<file path="config.mk">
export PLATFORM = sky130hd
export DESIGN_NAME = bus_merge
export DESIGN_NICKNAME = d
export VERILOG_FILES = /design/src/mem_bus_pkg.sv /design/src/bus_merge.sv
export SDC_FILE = /design/constraint.sdc
export NUM_CORES = 1
export LEC_CHECK = 0
export BUFFER_PORTS_ARGS = -buffer_cell sky130_fd_sc_hd__buf_2
export CORE_MARGIN = 3
export CORE_UTILIZATION = 14
export DETAILED_ROUTE_END_ITERATION = 8
export PLACE_DENSITY = 0.88
export SYNTH_ARGS = -nofsm -noshare
export SYNTH_HDL_FRONTEND = slang
export SYNTH_SLANG_ARGS = --single-unit
</file>
<file path="constraint.sdc">
create_clock -name vclk -period 0.8
set_clock_uncertainty 0.1 [all_clocks]
set_input_delay 0.12 -clock vclk [all_inputs]
set_output_delay 0.12 -clock vclk [all_outputs]
set_load 0.03 [all_outputs]
</file>
<file path="src/mem_bus_pkg.sv">
package mem_bus_pkg;

    localparam int ADDR_W      = 32;
    localparam int DATA_W      = 32;
    localparam int NUM_MASTERS = 2;

    localparam int MEM_DEPTH   = 256;
    localparam int MEM_IDX_W   = $clog2(MEM_DEPTH); // Word index taken from address bits 9:2.
    localparam logic [DATA_W-1:0] MEM_PATTERN = 32'hc3a5_5a3c;

    localparam int LAT_W       = 3; // Holds 1 + addr[1:0].

    // One master's drive of the shared bus.
    typedef struct packed {
        logic              enable;
        logic              request;
        logic              rd_wr;   // Always 0 for read.
        logic [ADDR_W-1:0] address;
    } mem_req_t;

    // Memory answer seen by all masters.
    typedef struct packed {
        logic              data_valid;
        logic [DATA_W-1:0] data;
    } mem_rsp_t;

    typedef enum logic [1:0] {
        IDLE     = 2'b00,
        WAIT_BUS = 2'b01,
        OWN_BUS  = 2'b10
    } master_state_t;

endpackage

</file>
<file path="src/bus_merge.sv">
module bus_merge
    import mem_bus_pkg::*;
(
    input  mem_req_t                   master_drive [NUM_MASTERS],
    input  logic     [NUM_MASTERS-1:0] master_busy,
    output mem_req_t                   mem_bus,
    output logic                       bus_busy
);

    mem_req_t merged;

    // Each master zeroes its drive when it does not own the bus.
    // So a plain OR gives the value of the single owner.
    always_comb begin
        merged = '0;
        for (int i = 0; i < NUM_MASTERS; i++) begin
            merged = merged | master_drive[i];
        end
    end

    assign mem_bus = merged;

    // Shared level that holds off every waiting master.
    assign bus_busy = |master_busy;

endmodule

</file>
# == Yosys cells after proc, flatten, opt, wreduce, memory -nomap -nowiden ==
# Index checks and enable logic that the tools add are counted.
# word_totals
register_bits,0
in_bits,72
output_inout_bits,36
word_cells,2
# classes
bitwise_logic,1
n_reduce_logical,1
# ops
cell,count
$or A35 B35 Y35,1
$reduce_or A2 Y1,1

# == Longest topological paths before layout ==
# Gate-level depths: netlist of the first run.
# depth
depth_word,1
depth_mapped,1
ltp_nobuf,1

# == Least setup slack after synthesis of the first run ==
# OpenSTA, ideal clock, no wires.
# synth_timing
path_kind,in2out
start,in master_busy[1]
end,out bus_busy
arrival_ns,0.449
required_time_ns,0.580
setup_slack_ns,0.131
cell_stages,1
path_buffers,0
cell_sequence,or2_1
# synth_between
elab_chain_cells,1
# synth_rtl
item,line_no,text
"start, declared",bus_merge.sv:5,"input logic [NUM_MASTERS-1:0] master_busy,"
$reduce_or A2 Y1,bus_merge.sv:24,assign bus_busy = |master_busy;
"end, declared",bus_merge.sv:7,output logic bus_busy
# No other way between the ends.

# == Worst setup path after layout of the first run ==
# Ends and elaborated chain as after synthesis.

==> summary by stage, run 1 <==
Run status
The flow ran to the end, but the final reports show violations. The checks that failed: negative setup slack.

GRT
The number of global-route vias before repair came to 729. The first-pass GRT wire length is 3290 um. The global-route total usage across every layer is 21.2%. Entering global routing, the biggest net connects 2 pins.

The initial antenna violation count is 0. The final global-route overflow total is 0.

STA
Setup repair after global routing could not meet its margin everywhere. Setup violations remaining at the end of the flow were counted as 22. Based on the critical path, the design can be clocked at up to 1160 MHz. The minimum clock period after layout is 0.864 ns.

The tightest hold path in the finished design has a slack of 0.421 ns. The final sum of negative setup slack is -0.304 ns. After layout, the worst setup slack is -0.0636 ns. In this run the tightest slew margin relative to its limit is 90.9%. At the pin with the least slew margin, the transition time is 0.136 ns. The number of pins exceeding their max-slew limit in the final report is 0.

The number of failing hold endpoints at the final stage is 0. After layout, the worst path uses 108% of the clock period.

Finish
The fraction of layout instances using a drive strength above 1 is 78.5%. The number of clock-tree buffers in the layout is 0. The post-synthesis to final-layout area growth is 484%.

The final layout contains 218 nets. Summing all flip-flop and latch instances after layout gives 0 um^2. The finished layout holds 159 standard cells, fillers aside. The number of antenna diodes in the final layout is 0.

Sequential cells placed in the final layout were counted as 0. The share of the core filled with cells is 94.1%.

Synth
In the synthesized netlist, the number of instances is 36. The proportion of netlist area held by the largest area contributor is 100%. The portion of the post-synthesis area used by sequential elements is 0%. Sorting the synthesized cells by how often they occur yields or2_1 (36). By area the synthesized netlist is led by or2_1 (100%). or2_1 takes more of the synthesized area than any other cell. The per-instance average area after synthesis is 6.26 um^2.

The synthesized cell area is 225 um^2. The number of different library cells used by synthesis comes to 1. The number of nets handed over by synthesis was 108. The total number of yosys warnings is 0. By instance count, the leading cell after synthesis is or2_1.

Placement
Routability-driven placement finished with a final weighted congestion of 0.654. The post-DP HPWL is 1690 um. The number of port buffers is 108. The number of cells after detailed placement is 159.

Die
The area of the placeable core is 0.00140 mm^2. The overall die area is 0.00213 mm^2. The starting utilization of the core area is 16.1%.

The chip height is 46.1 um. The x dimension of the die is 46.1 um. Pin placement for this block handled 108 I/O pins.

After floorplanning, the core was divided into 13 placement rows.

Drt
The wire length per cell is 19.8 um. The routed design has 3160 um of wire. The count of antenna-violating nets left after detailed routing is 0. The via count is 698. The number of search-and-repair iterations in the first detailed-routing pass is 4. The ratio of routed vias to standard cells is 4.39. The number of remaining DRC errors is 0. For this block, the initial DRC count from the detailed router was 6.

Worst setup path
Along the worst path, the maximum fanout reaches 1. The critical path goes through buf_6 -> or2_1 -> buf_6. The delay of the slowest critical-path stage is 0.27 ns.

The data arrival at the endpoint of the critical path is 0.64 ns. The classification of the worst setup path is in -> out. The required arrival time at the worst endpoint is 0.58 ns. The slowest cell on the critical path is or2_1. Among the stages of the critical path, the cell type that occurs most often is buf_6. The kind of start point of the critical path is an input port. The endpoint kind of the worst setup timing path is a primary output.

Power and ir drop
The combinational share of power is 100.0%. The internal portion of the total power is 0.486 mW. The leakage power summed over all cells is 0.673 nW. The power share of the sequential group is 0%. Net switching is 41.2% of the power.

The final total power is 0.827 mW. Dividing total power by cell area gives a power density of 628 mW/mm^2. The maximum vdd drop is 421 uV.

For this design the total switching power over the nets is 0.340 mW. Of the total power, the clock network draws 0%.

CTS
In this run the post-CTS setup repair buffer count came out at 0.

Hold path
The kind of path behind the tightest hold check is in -> out.

Flow run
The number of max-cap violations is 0.
## layout by cell type, fill, tap and decap left out
cell type  synthesis  final
or2_1             36     31
buf_6              0     83
or2_4              0      5
buf_2              0     25
## path summary, 6_finish.rpt
kind / cells past startpoint / startpoint / end
worst max-delay path: 3 / master_busy[1] / bus_busy
worst min-delay path: 3 / master_drive[64] / mem_bus[29]
## cells by family after synthesis
family / synth area share (%)
simple gates: 100
## timing repair
action	CTS	global route
endpoints found under the setup margin	36	35
resized for setup	91	33
pin swaps	21	24
hold buffers	0	0
## per-layer routing
metal / GRT usage (%) / part of all wire, % / wire length, um
met1: 19.3 / 28 / 874
met2: 48.4 / 59 / 1860
met3: 0.781 / 7.6 / 240
met4: 3.41 / 5.6 / 177
met5: 0 / 0 / 0
## through the flow
stage / setup slack (ns) / cell area, um^2
2_1_floorplan: 0.131 / 225
3_3_place_gp: -0.0321 / 785
3_5_place_dp: -0.0399 / 785
4_1_cts: -0.00912 / 1130
5_1_grt: -0.0541 / 1320
6_report: -0.0636 / 1320
## power groups by stage
stage | clock [mW] | combinational, mW | sequential [mW]
finish | 0 | 0.827 | 0
global route | 0 | 0.857 | 0
CTS | 0 | 0.702 | 0
detailed placement | 0 | 0.511 | 0
global placement | 0 | 0.503 | 0
floorplan | 0 | 0.265 | 0
## cell type report
class	instances	area, um^2
multi-input cells	36	238
well taps	15	18.8
repair buffers	108	1060
fillers	43	82.6
## critical path: cells and delay by family
kind	cells	cell delay, ns
and+or+nand+nor	1	0.27
buffers and inverters	2	0.26
Note: power is estimated with default switching activity, not from simulation.
==> inputs of run 2 (changes only) <==
--- a/config.mk
+++ b/config.mk
@@ -6,7 +6,6 @@
 export NUM_CORES = 1
 export LEC_CHECK = 0
 export BUFFER_PORTS_ARGS = -buffer_cell sky130_fd_sc_hd__buf_2
-export CORE_MARGIN = 3
 export CORE_UTILIZATION = 14
 export DETAILED_ROUTE_END_ITERATION = 8
 export PLACE_DENSITY = 0.88
==> summary by stage, run 2 (synthesis results as in run 1) <==
Drt
The ratio of routed vias to standard cells is 4.31. The via count is 690. For this run, design rule violations remaining after detail routing come to 0.

The wire length per cell is 13.7 um. The number of search-and-repair iterations in the first detailed-routing pass is 4. Wires add up to 2190 um. The count of antenna-violating nets left after detailed routing is 0. The first routing iteration left 5 violations.

Finish
The final layout net count is 218. The final layout contains a sequential cell count of 0. The count of fill cells added during filler insertion is 84. The sequential cell area is 0 um^2. Of the cells placed in the final design, the portion with a size suffix greater than 1 is 77.8%. The number of clock-tree buffers in the layout is 0. The share of the core filled with cells is 85.6%. The antenna diode instance count is 0. The most common cell after layout, fill and taps aside is buf_6. The area growth from synthesis to layout is 473%. Leaving out fill and tap cells, the most frequent cells in the layout are buf_6 (79), or2_1 (32), buf_2 (29). Summing all multi-input logic gate instances after layout gives 235 um^2.

Die
108 I/O pins were placed. The chip height is 42.1 um. After floorplanning, the core was sized to cover 0.00151 mm^2. The die covers 0.00177 mm^2.

Once the floorplan was initialized, standard cells occupied 15.0% of the core. The x dimension of the die is 42.1 um. The floorplan has 14 rows.

Placement
Buffers placed on the I/O ports in this run total 108. The placer's final routability congestion estimate is 0.642.

Worst setup path
The endpoint kind of the worst setup timing path is a primary output. Data arrives at the worst endpoint at 0.61 ns. The critical-path maximum fanout is 1. The start point of the critical path is master_drive[62]. The signal on the critical path passes through buf_2 -> or2_1 -> buf_6. The required arrival time at the worst endpoint is 0.58 ns. The slowest cell on the critical path is or2_1.

The kind of start point of the critical path is an input port. The delay of the slowest critical-path stage is 0.24 ns. The classification of the worst setup path is in -> out.

GRT
The global-route total usage across every layer is 19.5%. The final global-route overflow total is 0. The largest net degree at the start of global routing is 2. The first global-routing pass estimated 2800 um of wire. The number of global-route vias before repair was 639. The initial antenna violation count is 0.

STA
Across all setup checks in the final design, the least slack found is -0.0322 ns. Setup repair after global routing could not meet its margin everywhere. The share of the cycle needed by the critical path after routing is 104%. Timing would allow up to 1200 MHz.

The minimum clock period after layout is 0.832 ns. At the pin with the least slew margin, the transition time is 0.0982 ns. The number of pins exceeding their max-slew limit in the final report is 0. The worst slew slack as a fraction of its limit is 93.5%. The number of failing hold endpoints at the final stage is 0.

Setup violations remaining at the end of the flow were counted as 15. Setup total negative slack on the finished layout was measured at -0.144 ns.

Power and ir drop
The switching share of total power is 40.6%. The combinational share of power is 100.0%. The share of total power dissipated in the clock network is 0%.

The internal portion of the total power is 0.472 mW. In this run the power density over the cells is 615 mW/mm^2. For this design the static power due to leakage is 0.663 nW.

The worst-case IR drop observed on VDD is 399 uV. The analysis attributes to net switching a power of 0.322 mW. The share of total power dissipated in sequential elements is 0%.

Run status
The run finished, with violations left. The checks that failed: negative setup slack.

Flow run
The number of max-cap violations is 0.

CTS
For this design, the CTS-stage hold fixing added 0 buffers. The number of setup buffers added after CTS is 0.

Hold path
The critical hold path startpoint is master_drive[41]. The kind of path behind the tightest hold check is in -> out.
[run 2: critical path: cells and delay by family]
family	cells	cell delay (ns)
buffers and inverters	2	0.26
AND/OR/NAND/NOR	1	0.24
[run 2: area by class of cell]
class	count	share of cell area, %
Multi-Input combinational cell	36	18.2
Tap cell	16	1.55
Timing Repair Buffer	108	80.2
[run 2: per-layer routing]
| metal | up-vias | wire (um) | track usage, % |
|---|---|---|---|
| met1 | 298 | 647 | 17.9 |
| met4 | 0 | 93 | 6.25 |
| li1 | 324 | - | - |
| met3 | 10 | 171 | 3.02 |
| met2 | 58 | 1280 | 41.9 |
| met5 | - | 0 | 0 |
[run 2: path summary, 6_finish.rpt]
kind  slack [ns]  cells after the start           to
min         0.42                      3   mem_bus[6]
max        -0.03                      3  mem_bus[27]
[run 2: stage by stage]
stage	power (mW)	worst slack, ns	cells	hold slack [ns]	area [um^2]
6_report	0.794	-0.0322	160	0.423	1290
3_5_place_dp	0.506	-0.0327	160	0.465	786
2_1_floorplan	0.265	0.131	36	0.384	225
5_1_grt	0.826	-0.0375	160	0.430	1290
3_3_place_gp	0.496	-0.0351	160	0.465	786
4_1_cts	0.676	-0.00410	160	0.428	1090
[run 2: timing repair]
item	CTS	global route
pin swaps	19	28
endpoints found under the setup margin	36	34
gates resized for setup	84	35
[run 2: power by group through the flow]
stage	logic, mW	clock network, mW	registers, mW
2_1_floorplan	0.265	0	0
3_3_place_gp	0.496	0	0
3_5_place_dp	0.506	0	0
4_1_cts	0.676	0	0
5_1_grt	0.826	0	0
6_report	0.794	0	0
