===== config.mk =====
export PLATFORM = sky130hd
export DESIGN_NAME = simple_read_master
export DESIGN_NICKNAME = d
export VERILOG_FILES = /design/src/mem_bus_pkg.sv /design/src/simple_read_master.sv
export SDC_FILE = /design/constraint.sdc
export NUM_CORES = 1
export LEC_CHECK = 0
export BUFFER_PORTS_ARGS = -buffer_cell sky130_fd_sc_hd__buf_4
export CORE_AREA = 2 2 67 69
export DETAILED_ROUTE_END_ITERATION = 16
export DIE_AREA = 0 0 69 71
export GPL_TIMING_DRIVEN = 0
export PLACE_DENSITY = 0.82
export SYNTH_ARGS = -nofsm -noshare
export SYNTH_HDL_FRONTEND = slang
export SYNTH_SLANG_ARGS = --single-unit

===== constraint.sdc =====
create_clock -name clk -period 2.81 [get_ports clk]
set_input_delay 0.562 -clock clk [delete_from_list [all_inputs] [get_ports clk]]
set_output_delay 0.562 -clock clk [all_outputs]
set_load 0.005 [all_outputs]

===== src/mem_bus_pkg.sv =====
package mem_bus_pkg;

    localparam int ADDR_W      = 32;
    localparam int DATA_W      = 32;
    localparam int NUM_MASTERS = 2;

    localparam int MEM_DEPTH   = 256;
    localparam int MEM_IDX_W   = $clog2(MEM_DEPTH); // Word index taken from address bits 9:2.
    localparam logic [DATA_W-1:0] MEM_PATTERN = 32'hc3a5_5a3c;

    localparam int LAT_W       = 3; // Holds 1 + addr[1:0].

    // One master's drive of the shared bus.
    typedef struct packed {
        logic              enable;
        logic              request;
        logic              rd_wr;   // Always 0 for read.
        logic [ADDR_W-1:0] address;
    } mem_req_t;

    // Memory answer seen by all masters.
    typedef struct packed {
        logic              data_valid;
        logic [DATA_W-1:0] data;
    } mem_rsp_t;

    typedef enum logic [1:0] {
        IDLE     = 2'b00,
        WAIT_BUS = 2'b01,
        OWN_BUS  = 2'b10
    } master_state_t;

endpackage


===== src/simple_read_master.sv =====
module simple_read_master
    import mem_bus_pkg::*;
(
    input  logic              clk,
    input  logic              rst_n,

    input  logic              req_valid,
    output logic              req_ready,
    input  logic [ADDR_W-1:0] req_address,

    output logic              dp_valid,
    input  logic              dp_ready,
    output logic [DATA_W-1:0] dp_read_data,

    output mem_req_t          mem_drive,
    input  mem_rsp_t          mem_rsp,

    input  logic              grant_in,
    output logic              grant_out,

    output logic              bus_busy_out,
    input  logic              bus_busy_in
);

    master_state_t     state;
    master_state_t     state_nxt;
    logic [ADDR_W-1:0] addr_q;

    logic idle;
    logic own;
    logic accept;
    logic win;
    logic done;

    assign idle   = (state == IDLE);
    assign own    = (state == OWN_BUS);
    assign accept = idle && req_valid;
    assign win    = (state == WAIT_BUS) && grant_in && !bus_busy_in; // Bus is ours next edge.
    assign done   = own && mem_rsp.data_valid && dp_ready;

    // Request port.
    assign req_ready = idle;

    // Grant only travels down the chain when this master has nothing to do.
    assign grant_out = grant_in && idle && !req_valid;

    // Data port.
    assign dp_valid     = done;
    assign dp_read_data = mem_rsp.data;

    // Gated drive replaces the tristate bus.
    assign mem_drive.enable  = own;
    assign mem_drive.request = own || win;
    assign mem_drive.rd_wr   = 1'b0;
    assign mem_drive.address = own ? addr_q : '0;

    assign bus_busy_out = own;

    always_comb begin
        state_nxt = state;
        case (state)
            IDLE: begin
                if (req_valid) begin
                    state_nxt = WAIT_BUS;
                end
            end
            WAIT_BUS: begin
                if (grant_in && !bus_busy_in) begin
                    state_nxt = OWN_BUS;
                end
            end
            OWN_BUS: begin
                if (done) begin
                    state_nxt = IDLE;
                end
            end
            default: state_nxt = IDLE;
        endcase
    end

    always_ff @(posedge clk or negedge rst_n) begin
        if (!rst_n) begin
            state <= IDLE;
        end else begin
            state <= state_nxt;
        end
    end

    always_ff @(posedge clk) begin
        if (accept) begin
            addr_q <= req_address; // Latched for the whole transaction.
        end
    end

endmodule


; ---- Word-level counts from Yosys, hierarchy flattened
; Index checks and enable logic that the tools add are counted.
[totals]
elab_cells = 25
reg_bits = 34
output_inout_bits = 71
[op_classes]
eq_ne = 5
mux = 5
reduce_logical = 13
[op_table]
columns = operator, n
row1 = $mux 32, 1
row2 = $logic_and 1x1->1, 8
row3 = $mux 2, 3
row4 = $pmux 2 s3, 1
row5 = $ne 2x2->1 const B, 2
row6 = $reduce_and 3->1, 1
row7 = $eq 2x1->1 const B, 1
row8 = $eq 2x2->1 const B, 1
row9 = $logic_not 1->1, 2
row10 = $logic_not 2->1, 1
row11 = $ne 2x1->1 const B, 1
row12 = $logic_or 1x1->1, 1

; ---- Longest topological paths before layout
; Gate-level depths: netlist of run 1.
[depth]
word_depth = 5
mapped_depth = 4
depth_no_buf = 3

; ---- Least setup slack after synthesis of run 1
; OpenSTA, ideal clock, no wires.
[synth_path]
kind = reg-to-reg
startpoint = register state[1]
endpoint = register addr_q[0] (enable)
arrival_time_ns = 1.393
path_buffers = 0
slack_ns = 1.025
path_stages_with_launch = 3
t_required_ns = 2.418
setup_ns = 0.392
path_cell_list = dfrtp_1 > nor2_1 > and2_1
[synth_via]
elab_chain_cells = 2
[synth_lines]
columns = element, line
row1 = from (decl), simple_read_master.sv:25  ; master_state_t state;
row2 = from (signal assigned), simple_read_master.sv:85  ; state <= state_nxt;
row3 = $logic_not 2->1, simple_read_master.sv:35  ; assign idle = (state == IDLE);
row4 = net req_ready, simple_read_master.sv:8  ; output logic req_ready,
row5 = $logic_and 1x1->1, simple_read_master.sv:37  ; assign accept = idle && req_valid;
row6 = net accept, simple_read_master.sv:31  ; logic accept;
row7 = to (signal assigned), simple_read_master.sv:91  ; addr_q <= req_address;
row8 = to (decl), simple_read_master.sv:27  ; logic [ADDR_W-1:0] addr_q;
; The timed path passes the listed nets, and every way through them passes these cells.
; A chain may end at the register's enable or synchronous reset.

==> results of run 1 <==
through the flow:
| stage | utilization, % | worst slack (ns) | instance area [um2] |
|---|---|---|---|
| after detailed placement | 58.6 | 0.664 | 2460 |
| after CTS | 60.7 | 0.703 | 2550 |
| after global routing | 60.7 | 0.738 | 2550 |
| after global placement | 58.6 | 0.699 | 2460 |
| final | 60.7 | 0.800 | 2550 |
| after floorplan | - | 1.03 | 1590 |
Yosys cell counts:
library cell and number:
inv_2 1, and2_0 1, and2_1 34, edfxtp_1 32
dfrtp_1 2, buf_6 3, conb_1 1, inv_1 1
nor2_1 2, buf_4 34, o21ai_1 1, nand2_1 1
nand4bb_1 1, nand2b_4 1, a311oi_1 1, nor4b_1 1
how the worst max path moves through the flow:
| stage | startpoint | to | slack (ns) | cells past startpoint |
|---|---|---|---|---|
| floorplan | state[1] | addr_q[0] | 1.03 | 2 |
| global placement | req_valid | addr_q[2] | 0.70 | 2 |
| detailed placement | req_valid | addr_q[10] | 0.66 | 2 |
| CTS | state[1] | addr_q[28] | 0.70 | 2 |
| global route | state[0] | mem_drive[12] | 0.74 | 5 |
| finish | state[0] | mem_drive[12] | 0.80 | 5 |
sequential cells by signal, summed over array words and instances, names as in the netlist:
register	cells
addr_q	32
state	2
final cells by class:
class                      count  area, um2  share of cell area (%)
timing repair buffer         108        811                    31.8
inverter                       2       7.51                   0.294
clock inverter                 3       16.3                   0.638
tap                           52       65.1                    2.55
buffer                        37        289                    11.3
multi-input combinational     44        283                    11.1
clock buffer                   5       68.8                    2.70
sequential                    34       1010                    39.6
power by group:
part           internal, uW  leakage, uW  switching (uW)  total [uW]
combinational           243     0.000867             163         406
clock                   169    0.0000416             167         336
sequential              669     0.000322            31.6         700
total                  1080      0.00123             361        1440
routing by layer:
metal / routed length [um] / GRT usage (%)
met1: 1150 / 14.3
met2: 1930 / 26.1
met3: 590 / 9.26
met4: 27 / 4.79
met5: 0 / 0
logic make-up after synthesis:
family	synth area share (%)
AOI/OAI and AO/OA	0.866
DFF	63.6
other	0.236
buffers and inverters	18.7
and+or+nand+nor	16.6
==> qor_table.md, run 1 <==
| Stage | Result | Reported |
| --- | --- | --- |
| logic synthesis | Number of synthesized register bits | 34 |
| layout | Share of cells above drive strength 1 | 66.5% |
| global routing | GRT Util Overall | 14.8% |
| layout | Top library cells by usage in the layout, fill and taps aside | buf_4 (142), and2_1 (33), edfxtp_1 (32), clkbuf_8 (5), buf_6 (3) |
| logic synthesis | Cell type with the highest aggregate area in the netlist | edfxtp_1 |
| sta | Clk_skew | 0.00512 ns |
| layout | Synth-to-layout area growth | 60.6% |
| floorplan | Placeable Area | 4200 um2 |
| logic synthesis | Count of different cell masters after synthesis | 16 |
| global routing | Overflow left after global routing | 0 |
| logic synthesis | Proportion of synthesized chip area in sequential cells | 63.6% |
| floorplan | Site row count | 24 |
| drt | Routed WL per cell | 13.0 um |
| global routing | Maximum number of pins on one net before global-route repair | 33 |
| clocking | CTS tree | yes |
| sta | Final-layout setup total negative slack | 0 ns |
| drt | Detailed-route wire length | 3700 um |
| worst setup path | Largest delay share family, worst path | flip-flops |
| sta | Worst-margin pin slew | 0.700 ns |
| layout | Number of cells in the finished layout apart from fillers | 285 |
| logic synthesis | Synthesized instance count | 117 |
| drt | Via count of the routed design | 1192 |
| floorplan | Effective utilization at floorplan | 37.8% |
| worst setup path | Arrival time at the worst endpoint | 1.45 ns |
| sta | # setup viols final | 0 |
| layout | Most common cell after layout, fill and taps aside | buf_4 |
| floorplan | Area of the die | 4900 um2 |
| floorplan | Vertical extent of the die | 71 um |
| worst setup path | Cell-by-cell trace of the critical path | nand2b_4 > inv_2 > buf_6 > and2_1 > buf_4 |
| pwr | Power density over the cells | 565 nW/um2 |
| clocking | Post-CTS setup buffer count | 0 |
| clocking | Clk Latency, worst-skew pair | 0.28 ns |
| clocking | H-tree levels | 2 |
| global routing | First-pass GRT wire length | 5640 um |
| worst setup path | Maximum fanout along the worst path | 10 |
| floorplan | I/O Pins | 142 |
| logic synthesis | Avg Synthesized Cell Area | 13.6 um2 |
| sta | Final Hold Violating Endpoints | 0 |
| clocking | Number of buffers created by CTS | 5 |
| clocking | Buffer depth of the longest clock path | 2 |
| place | Buffers added on ports | 108 |
| global routing | Antenna violations before repair | 0 |
| pwr | Peak supply drop | 399 uV |
| sta | Shortest clock period the worst path allows after layout | 2.01 ns |
| worst setup path | Slowest cell on the critical path | dfrtp_1 |
| worst setup path | Setup slack, reg-to-reg | 1.20 ns |
| job | Reported max-cap violation count | 0 |
| clocking | Number of hold buffers added after CTS | 0 |
| logic synthesis | Number of warnings reported in the yosys synthesis log | 0 |
| worst setup path | Worst r2r src | state[0] |
| sta | Number of max-slew violations in the final report | 0 |
| sta | Slew HR | 53.3% |
| sta | Highest clock frequency the design can meet | 497 MHz |
| worst setup path | Depth of the worst register-to-register path | 2 |
| drt | Number of design rule violations left after detail routing | 0 |
| drt | Via count normalized by instance count | 4.18 |
| drt | First drt pass iteration count | 4 |
| clocking | CTS sink count | 34 |
| sta | Hold WS | 0.0501 ns |
| pwr | Leakage power summed over all cells | 0.00123 uW |
| layout | Layout net count | 303 |
| outcome | Result of the run | finished, final reports clean |
| logic synthesis | Net count after synthesis | 188 |
| worst hold path | Worst hold path type | in -> async |
| pwr | Sum of internal, switching and leakage power | 1440 uW |
| floorplan | Horiz. Die Dim | 69 um |
| logic synthesis | Largest cells by area after synthesis | edfxtp_1 (60%), buf_4 (16%), and2_1 (13%) |
| sta | Fraction of the cycle the final worst path needs | 71.5% |
| global routing | Via count of the first global-routing pass | 1222 |
| worst setup path | Critical path data required time | 2.25 ns |
| worst setup path | Count of buffer and inverter cells on the critical path | 3 |
| place | Last weighted congestion value of the routability-driven placer | 0.747 |
| logic synthesis | Area of the mapped netlist | 1590 um2 |
| drt | Starting DRT DRC Count | 13 |
| clocking | Clk slew on worst S/H paths | 0.07 ns |
| drt | Final antenna-violating net count | 0 |
| worst setup path | Crit Path Category | reg -> out |
| worst setup path | Largest stage delay on the critical path | 0.44 ns |
| place | Number of instances in the placed design | 277 |
| layout | Number of filler cells placed in the layout | 343 |
| worst setup path | Launching element type of the critical path | flip-flop |
| clocking | Cell at the root of the clock tree | clkbuf_8 |
| logic synthesis | Fraction of synthesized cell area taken by the top area cell type | 60.5% |
| sta | Setup repair after global routing missed its margin | false |
| worst setup path | Type of element capturing the critical path | primary output |
| clocking | Number of resized instances in the post-cts repair step | 0 |
| layout | ANT cells | 0 |
| worst setup path | Reg-to-reg critical path endpoint | addr_q[29] |
No activity file was read; power rests on OpenSTA's default activity.
==> run 2, diff against run 1 <==
--- a/config.mk
+++ b/config.mk
@@ -6,11 +6,11 @@
 export NUM_CORES = 1
 export LEC_CHECK = 0
 export BUFFER_PORTS_ARGS = -buffer_cell sky130_fd_sc_hd__buf_4
-export CORE_AREA = 2 2 67 69
+export CORE_AREA = 2 2 72 74
 export DETAILED_ROUTE_END_ITERATION = 16
-export DIE_AREA = 0 0 69 71
+export DIE_AREA = 0 0 74 76
 export GPL_TIMING_DRIVEN = 0
-export PLACE_DENSITY = 0.82
+export PLACE_DENSITY = 0.75
 export SYNTH_ARGS = -nofsm -noshare
 export SYNTH_HDL_FRONTEND = slang
 export SYNTH_SLANG_ARGS = --single-unit
==> constraint.sdc (replaced) <==
create_clock -name clk -period 1.62 [get_ports clk]
set_input_delay 0.324 -clock clk [delete_from_list [all_inputs] [get_ports clk]]
set_output_delay 0.324 -clock clk [all_outputs]
set_load 0.005 [all_outputs]
==> run 2 against run 1 <==
  * The flow now finishes with violations (setup timing)
  * Clock skew fell by 0.0026 ns
  * Worst hold slack better by 0.17 ns
  * Critical path depth stayed put
  * Register-to-register slack worse by 1.1 ns
  * Cell count increased by 9.8%
  * Largest cell class unchanged
==> qor_table.md, run 2 (synthesized netlist as in run 1, its figures left out) <==
| Stage | Result | Reported |
| --- | --- | --- |
| outcome | Result of the run | finished with violations |
| outcome | Violations in the final reports | setup timing |
| layout | Layout net count | 313 |
| drt | Final antenna-violating net count | 0 |
| layout | Max reg flops | 32 |
| global routing | Antenna violations before repair | 0 |
| layout | Share of cells above drive strength 1 | 80.2% |
| clocking | Clk Latency, worst-skew pair | 0.28 ns |
| sta | Hold WS | 0.219 ns |
| floorplan | Horiz. Die Dim | 74 um |
| pwr | Reg power frac | 43.8% |
| worst setup path | Arrival time at the worst endpoint | 1.30 ns |
| pwr | Power density over the cells | 973 nW/um2 |
| drt | First drt pass iteration count | 2 |
| worst hold path | Worst hold path type | in -> reg |
| worst hold path | Worst hold path startpoint | req_address[20] |
| pwr | Share of power burned in combinational logic | 35.7% |
| layout | Most common cell after layout, fill and taps aside | buf_4 |
| worst hold path | Capture endpoint of the worst hold path | addr_q[20] |
| worst setup path | Critical path data required time | 1.30 ns |
| worst setup path | Depth of the worst register-to-register path | 3 |
| place | Last weighted congestion value of the routability-driven placer | 0.660 |
| sta | Final Hold Violating Endpoints | 0 |
| layout | Synth-to-layout area growth | 79.8% |
| drt | Number of design rule violations left after detail routing | 0 |
| clocking | Number of buffers created by CTS | 5 |
| drt | Detailed-route wire length | 3820 um |
| global routing | GRT Util Overall | 13.2% |
| floorplan | Effective utilization at floorplan | 32.3% |
| sta | Shortest clock period the worst path allows after layout | 1.62 ns |
| floorplan | Vertical extent of the die | 76 um |
| clocking | CTS sink count | 34 |
| pwr | Net switching power | 698 uW |
| layout | Number of filler cells placed in the layout | 431 |
| sta | # setup viols final | 1 |
| clocking | Buffer depth of the longest clock path | 2 |
| job | Reported max-cap violation count | 0 |
| clocking | H-tree levels | 2 |
| worst setup path | Reg-to-reg critical path endpoint | addr_q[19] |
| floorplan | Area of the die | 5620 um2 |
| worst hold path | Depth of the worst hold-timing path | 1 |
| worst setup path | Type of element capturing the critical path | primary output |
| worst setup path | Worst r2r src | state[0] |
| place | Buffers added on ports | 108 |
| pwr | Internal Power | 2080 uW |
| pwr | Sum of internal, switching and leakage power | 2780 uW |
| worst setup path | Maximum fanout along the worst path | 4 |
| pwr | Clock power share | 20.4% |
| layout | Number of cells in the finished layout apart from fillers | 313 |
| place | Final HPWL from detailed placement | 2860 um |
| global routing | Overflow left after global routing | 0 |
| global routing | Maximum number of pins on one net before global-route repair | 33 |
| drt | Via count normalized by instance count | 3.99 |
| layout | Register ranked first by flip-flop count | addr_q |
| global routing | First-pass GRT wire length | 5510 um |
| clocking | Clk slew on worst S/H paths | 0.07 ns |
| layout | ANT cells | 0 |
| floorplan | I/O Pins | 142 |
| worst setup path | Launching element type of the critical path | flip-flop |
| sta | Setup repair after global routing missed its margin | true |
| layout | Top library cells by usage in the layout, fill and taps aside | buf_4 (118), buf_6 (35), edfxtp_1 (32), and2_4 (30), clkbuf_8 (5) |
| drt | Via count of the routed design | 1250 |
| pwr | Peak supply drop | 661 uV |
| sta | Fraction of the cycle the final worst path needs | 100% |
| floorplan | Site row count | 26 |
| sta | Setup WS post-layout | -0.0000292 ns |
| sta | Highest clock frequency the design can meet | 617 MHz |
| pwr | Sw Ratio | 25.1% |
| clocking | CTS tree | yes |
| sta | Number of max-slew violations in the final report | 0 |
| global routing | Via count of the first global-routing pass | 1156 |
| layout | Regs by FF count | addr_q (32), state (2) |
| sta | Clk_skew | 0.00252 ns |
| floorplan | Placeable Area | 4910 um2 |
| drt | Starting DRT DRC Count | 35 |
| clocking | Cell at the root of the clock tree | clkbuf_8 |
| pwr | Leakage power summed over all cells | 0.00134 uW |
| worst setup path | Crit Path Category | reg -> out |
| place | Number of instances in the placed design | 295 |
| worst setup path | Setup slack, reg-to-reg | 0.10 ns |
| drt | Routed WL per cell | 12.2 um |
-- run 2: what timing repair did --
action	CTS	global route
gates cloned	4	0
pin swaps	17	10
buffers inserted	4	1
endpoints found under the setup margin	63	36
hold endpoints to repair	2	0
hold buffers	1	0
gates resized for setup	46	27
-- run 2: worst max path at each step --
stage	from	endpoint	slack, ns	cells past startpoint
6_report	state[0]	mem_drive[31]	-0.00003	5
5_1_grt	state[0]	mem_drive[29]	-0.05	5
4_1_cts	state[0]	grant_out	-0.04	3
3_5_place_dp	state[0]	addr_q[21]	-0.01	2
3_3_place_gp	state[1]	addr_q[16]	0.04	2
2_1_floorplan	state[1]	addr_q[0]	0.17	2
-- run 2: metal layers --
metal	part of all wire, %	up-vias	wire [um]	track usage (%)
met3	14	2	531	5.42
met1	29	562	1130	13.1
li1	-	600	-	-
met5	0	-	0	0
met2	56	86	2140	23.9
met4	0.50	0	19	4.36
-- run 2: area by class of cell --
cell class	count	area (um2)	area share [%]
repair buffers	117	1000	35.0
multi-input cells	44	365	12.8
flip-flops and latches	34	1010	35.5
plain buffers	37	289	10.1
inverters	2	15.0	0.525
well taps	70	87.6	3.06
clock buffers	5	68.8	2.41
clock inverters	3	11.3	0.394
repair inverters	1	6.26	0.219
-- run 2: power groups by stage --
stage | Combinational, uW | Sequential, uW | Clock, uW
2_1_floorplan | 336 | 1220 | 0
3_3_place_gp | 707 | 1220 | 0
3_5_place_dp | 719 | 1230 | 0
4_1_cts | 917 | 1220 | 586
5_1_grt | 1080 | 1230 | 626
6_report | 994 | 1220 | 569
-- run 2: worst max-delay path, stage by stage (launching register included) --
cell	delay, ns
dfrtp_2	0.42
nand2b_4	0.17
buf_4	0.15
inv_4	0.05
and2_1	0.12
buf_4	0.11
-- run 2: stage by stage --
step,instance area (um2),util (%),TNS (ns),setup slack [ns]
6_report,2860,58.2,-0.0000292,-0.0000292
5_1_grt,2860,58.2,-1.82,-0.0537
4_1_cts,2770,56.3,-0.941,-0.0379
3_5_place_dp,2490,50.7,-0.318,-0.0117
3_3_place_gp,2490,50.7,0,0.0425
2_1_floorplan,1590,-,0,0.167
==> run 3, diff against run 2 <==
==> constraint.sdc (replaced) <==
create_clock -name clk -period 1.62 [get_ports clk]
set_input_delay 0.324 -clock clk [delete_from_list [all_inputs] [get_ports clk]]
set_output_delay 0.324 -clock clk [all_outputs]
set_load 0.01 [all_outputs]
==> run 3 against run 2 <==
  * The flow still finishes with violations (setup timing)
  * Cell count did not move
  * Non-clock buffer count did not move
  * Combinational power rose by 9%
  * Setup slack got worse by 0.012 ns
  * Global-route usage rose by 0.054 points
  * Cell area rose by 0.57%
  * Sequential share of layout area fell by 0.20 points
  * Critical endpoint unchanged
  * Largest power group unchanged
  * Highest routed layer unchanged
==> qor_table.md, run 3 (synthesized netlist as in run 1, its figures left out) <==
| Stage | Result | Reported |
| --- | --- | --- |
| clocking | CTS sink count | 34 |
| sta | Fraction of the cycle the final worst path needs | 101% |
| sta | # setup viols final | 16 |
| layout | Regs by FF count | addr_q (32), state (2) |
| job | Reported max-cap violation count | 0 |
| floorplan | Vertical extent of the die | 76 um |
| layout | Synth-to-layout area growth | 80.9% |
| clocking | H-tree levels | 2 |
| layout | Share of cells above drive strength 1 | 81.1% |
| place | Post-placement worst setup slack | -0.0117 ns |
| place | Buffers added on ports | 108 |
| worst setup path | Critical path data required time | 1.30 ns |
| global routing | Antenna violations before repair | 0 |
| floorplan | I/O Pins | 142 |
| outcome | Violations in the final reports | setup timing |
| clocking | Clk slew on worst S/H paths | 0.07 ns |
| sta | Hold WS | 0.218 ns |
| layout | Most common cell after layout, fill and taps aside | buf_4 |
| global routing | First-pass GRT wire length | 5540 um |
| clocking | CTS tree | yes |
| global routing | Maximum number of pins on one net before global-route repair | 33 |
| clocking | Number of buffers created by CTS | 5 |
| global routing | Via count of the first global-routing pass | 1169 |
| pwr | Power density over the cells | 999 nW/um2 |
| drt | Detailed-route wire length | 3910 um |
| drt | First drt pass iteration count | 2 |
| global routing | Overflow left after global routing | 0 |
| worst hold path | Worst hold path type | in -> reg |
| place | Last weighted congestion value of the routability-driven placer | 0.660 |
| floorplan | Site row count | 26 |
| worst setup path | Launching element type of the critical path | flip-flop |
| floorplan | Effective utilization at floorplan | 32.3% |
| sta | Clk_skew | 0.00307 ns |
| drt | Final antenna-violating net count | 0 |
| layout | Top library cells by usage in the layout, fill and taps aside | buf_4 (115), buf_6 (38), and2_4 (32), edfxtp_1 (32), clkbuf_8 (5) |
| worst setup path | Depth of the worst register-to-register path | 3 |
| drt | Via count normalized by instance count | 4.00 |
| worst setup path | Maximum fanout along the worst path | 4 |
| layout | Max reg flops | 32 |
| pwr | Leakage power summed over all cells | 0.00135 uW |
| outcome | Result of the run | finished with violations |
| clocking | Cell at the root of the clock tree | clkbuf_8 |
| layout | Layout net count | 313 |
| sta | Setup repair after global routing missed its margin | true |
| global routing | GRT Util Overall | 13.2% |
| clocking | Clk Latency, worst-skew pair | 0.28 ns |
| worst hold path | Depth of the worst hold-timing path | 1 |
| layout | Register ranked first by flip-flop count | addr_q |
| layout | ANT cells | 0 |
| worst setup path | Crit Path Category | reg -> out |
| clocking | Buffer depth of the longest clock path | 2 |
| drt | Routed WL per cell | 12.5 um |
| sta | Final Hold Violating Endpoints | 0 |
| sta | Setup WS post-layout | -0.0119 ns |
| pwr | Peak supply drop | 686 uV |
| drt | Starting DRT DRC Count | 32 |
| sta | Shortest clock period the worst path allows after layout | 1.63 ns |
| drt | Number of design rule violations left after detail routing | 0 |
| floorplan | Placeable Area | 4910 um2 |
| sta | Number of max-slew violations in the final report | 0 |
| place | Final HPWL from detailed placement | 2860 um |
| floorplan | Area of the die | 5620 um2 |
| worst setup path | Arrival time at the worst endpoint | 1.31 ns |
| floorplan | Horiz. Die Dim | 74 um |
| worst setup path | Type of element capturing the critical path | primary output |
| drt | Via count of the routed design | 1253 |
| sta | Highest clock frequency the design can meet | 613 MHz |
## run 3: through the flow
| step | TNS (ns) | cells | utilization [%] | power (uW) | cell area [um2] |
|---|---|---|---|---|---|
| detailed placement | -0.318 | 295 | 50.7 | 2020 | 2490 |
| finish | -0.0980 | 313 | 58.5 | 2870 | 2870 |
| global placement | 0 | 295 | 50.7 | 2000 | 2490 |
| floorplan | 0 | 117 | - | 1620 | 1590 |
| global route | -2.16 | 313 | 58.5 | 3030 | 2870 |
| CTS | -1.26 | 312 | 56.9 | 2820 | 2800 |
## run 3: worst paths after layout
kind | slack [ns] | end | from
max | -0.01 | mem_drive[31] | state[0]
min | 0.22 | addr_q[20] | req_address[20]
max reg2reg | 0.10 | addr_q[19] | state[0]
min reg2reg | 0.53 | state[0] | state[1]
max in group asynchronous | 1.14 | state[0] | rst_n
min in group asynchronous | 0.38 | state[1] | rst_n
## run 3: area by class of cell
cell class	instances	area, um2
clock inverters	3	11.3
inverters	2	15.0
clock buffers	5	68.8
plain buffers	37	293
repair inverters	1	6.26
well taps	70	87.6
repair buffers	117	1010
flip-flops and latches	34	1010
multi-input cells	44	370
fillers	434	2040
## run 3: repair_timing
item,in CTS,in global routing
hold buffers,1,0
setup endpoints to repair,63,36
endpoints found under the hold margin,2,0
cloned,4,0
pin swaps,22,6
gates resized for setup,56,22
buffers inserted,4,1
## run 3: critical path: stages, from the launching register on
cell and delay, ns:
dfrtp_2 0.42, nand2b_4 0.17, buf_4 0.15, inv_4 0.05, and2_1 0.12, buf_4 0.12
## run 3: power breakdown
part           internal, uW  switching, uW  leakage [uW]
clock network           286            284     0.0000407
registers              1160           56.7      0.000319
logic                   649            432      0.000990
## run 3: routing by layer
| metal | track usage [%] | up-vias | wire length [um] |
|---|---|---|---|
| met3 | 5.42 | 2 | 531 |
| met2 | 24.2 | 86 | 2220 |
| li1 | - | 601 | - |
| met1 | 13.0 | 564 | 1140 |
| met4 | 4.36 | 0 | 19 |
| met5 | 0 | - | 0 |
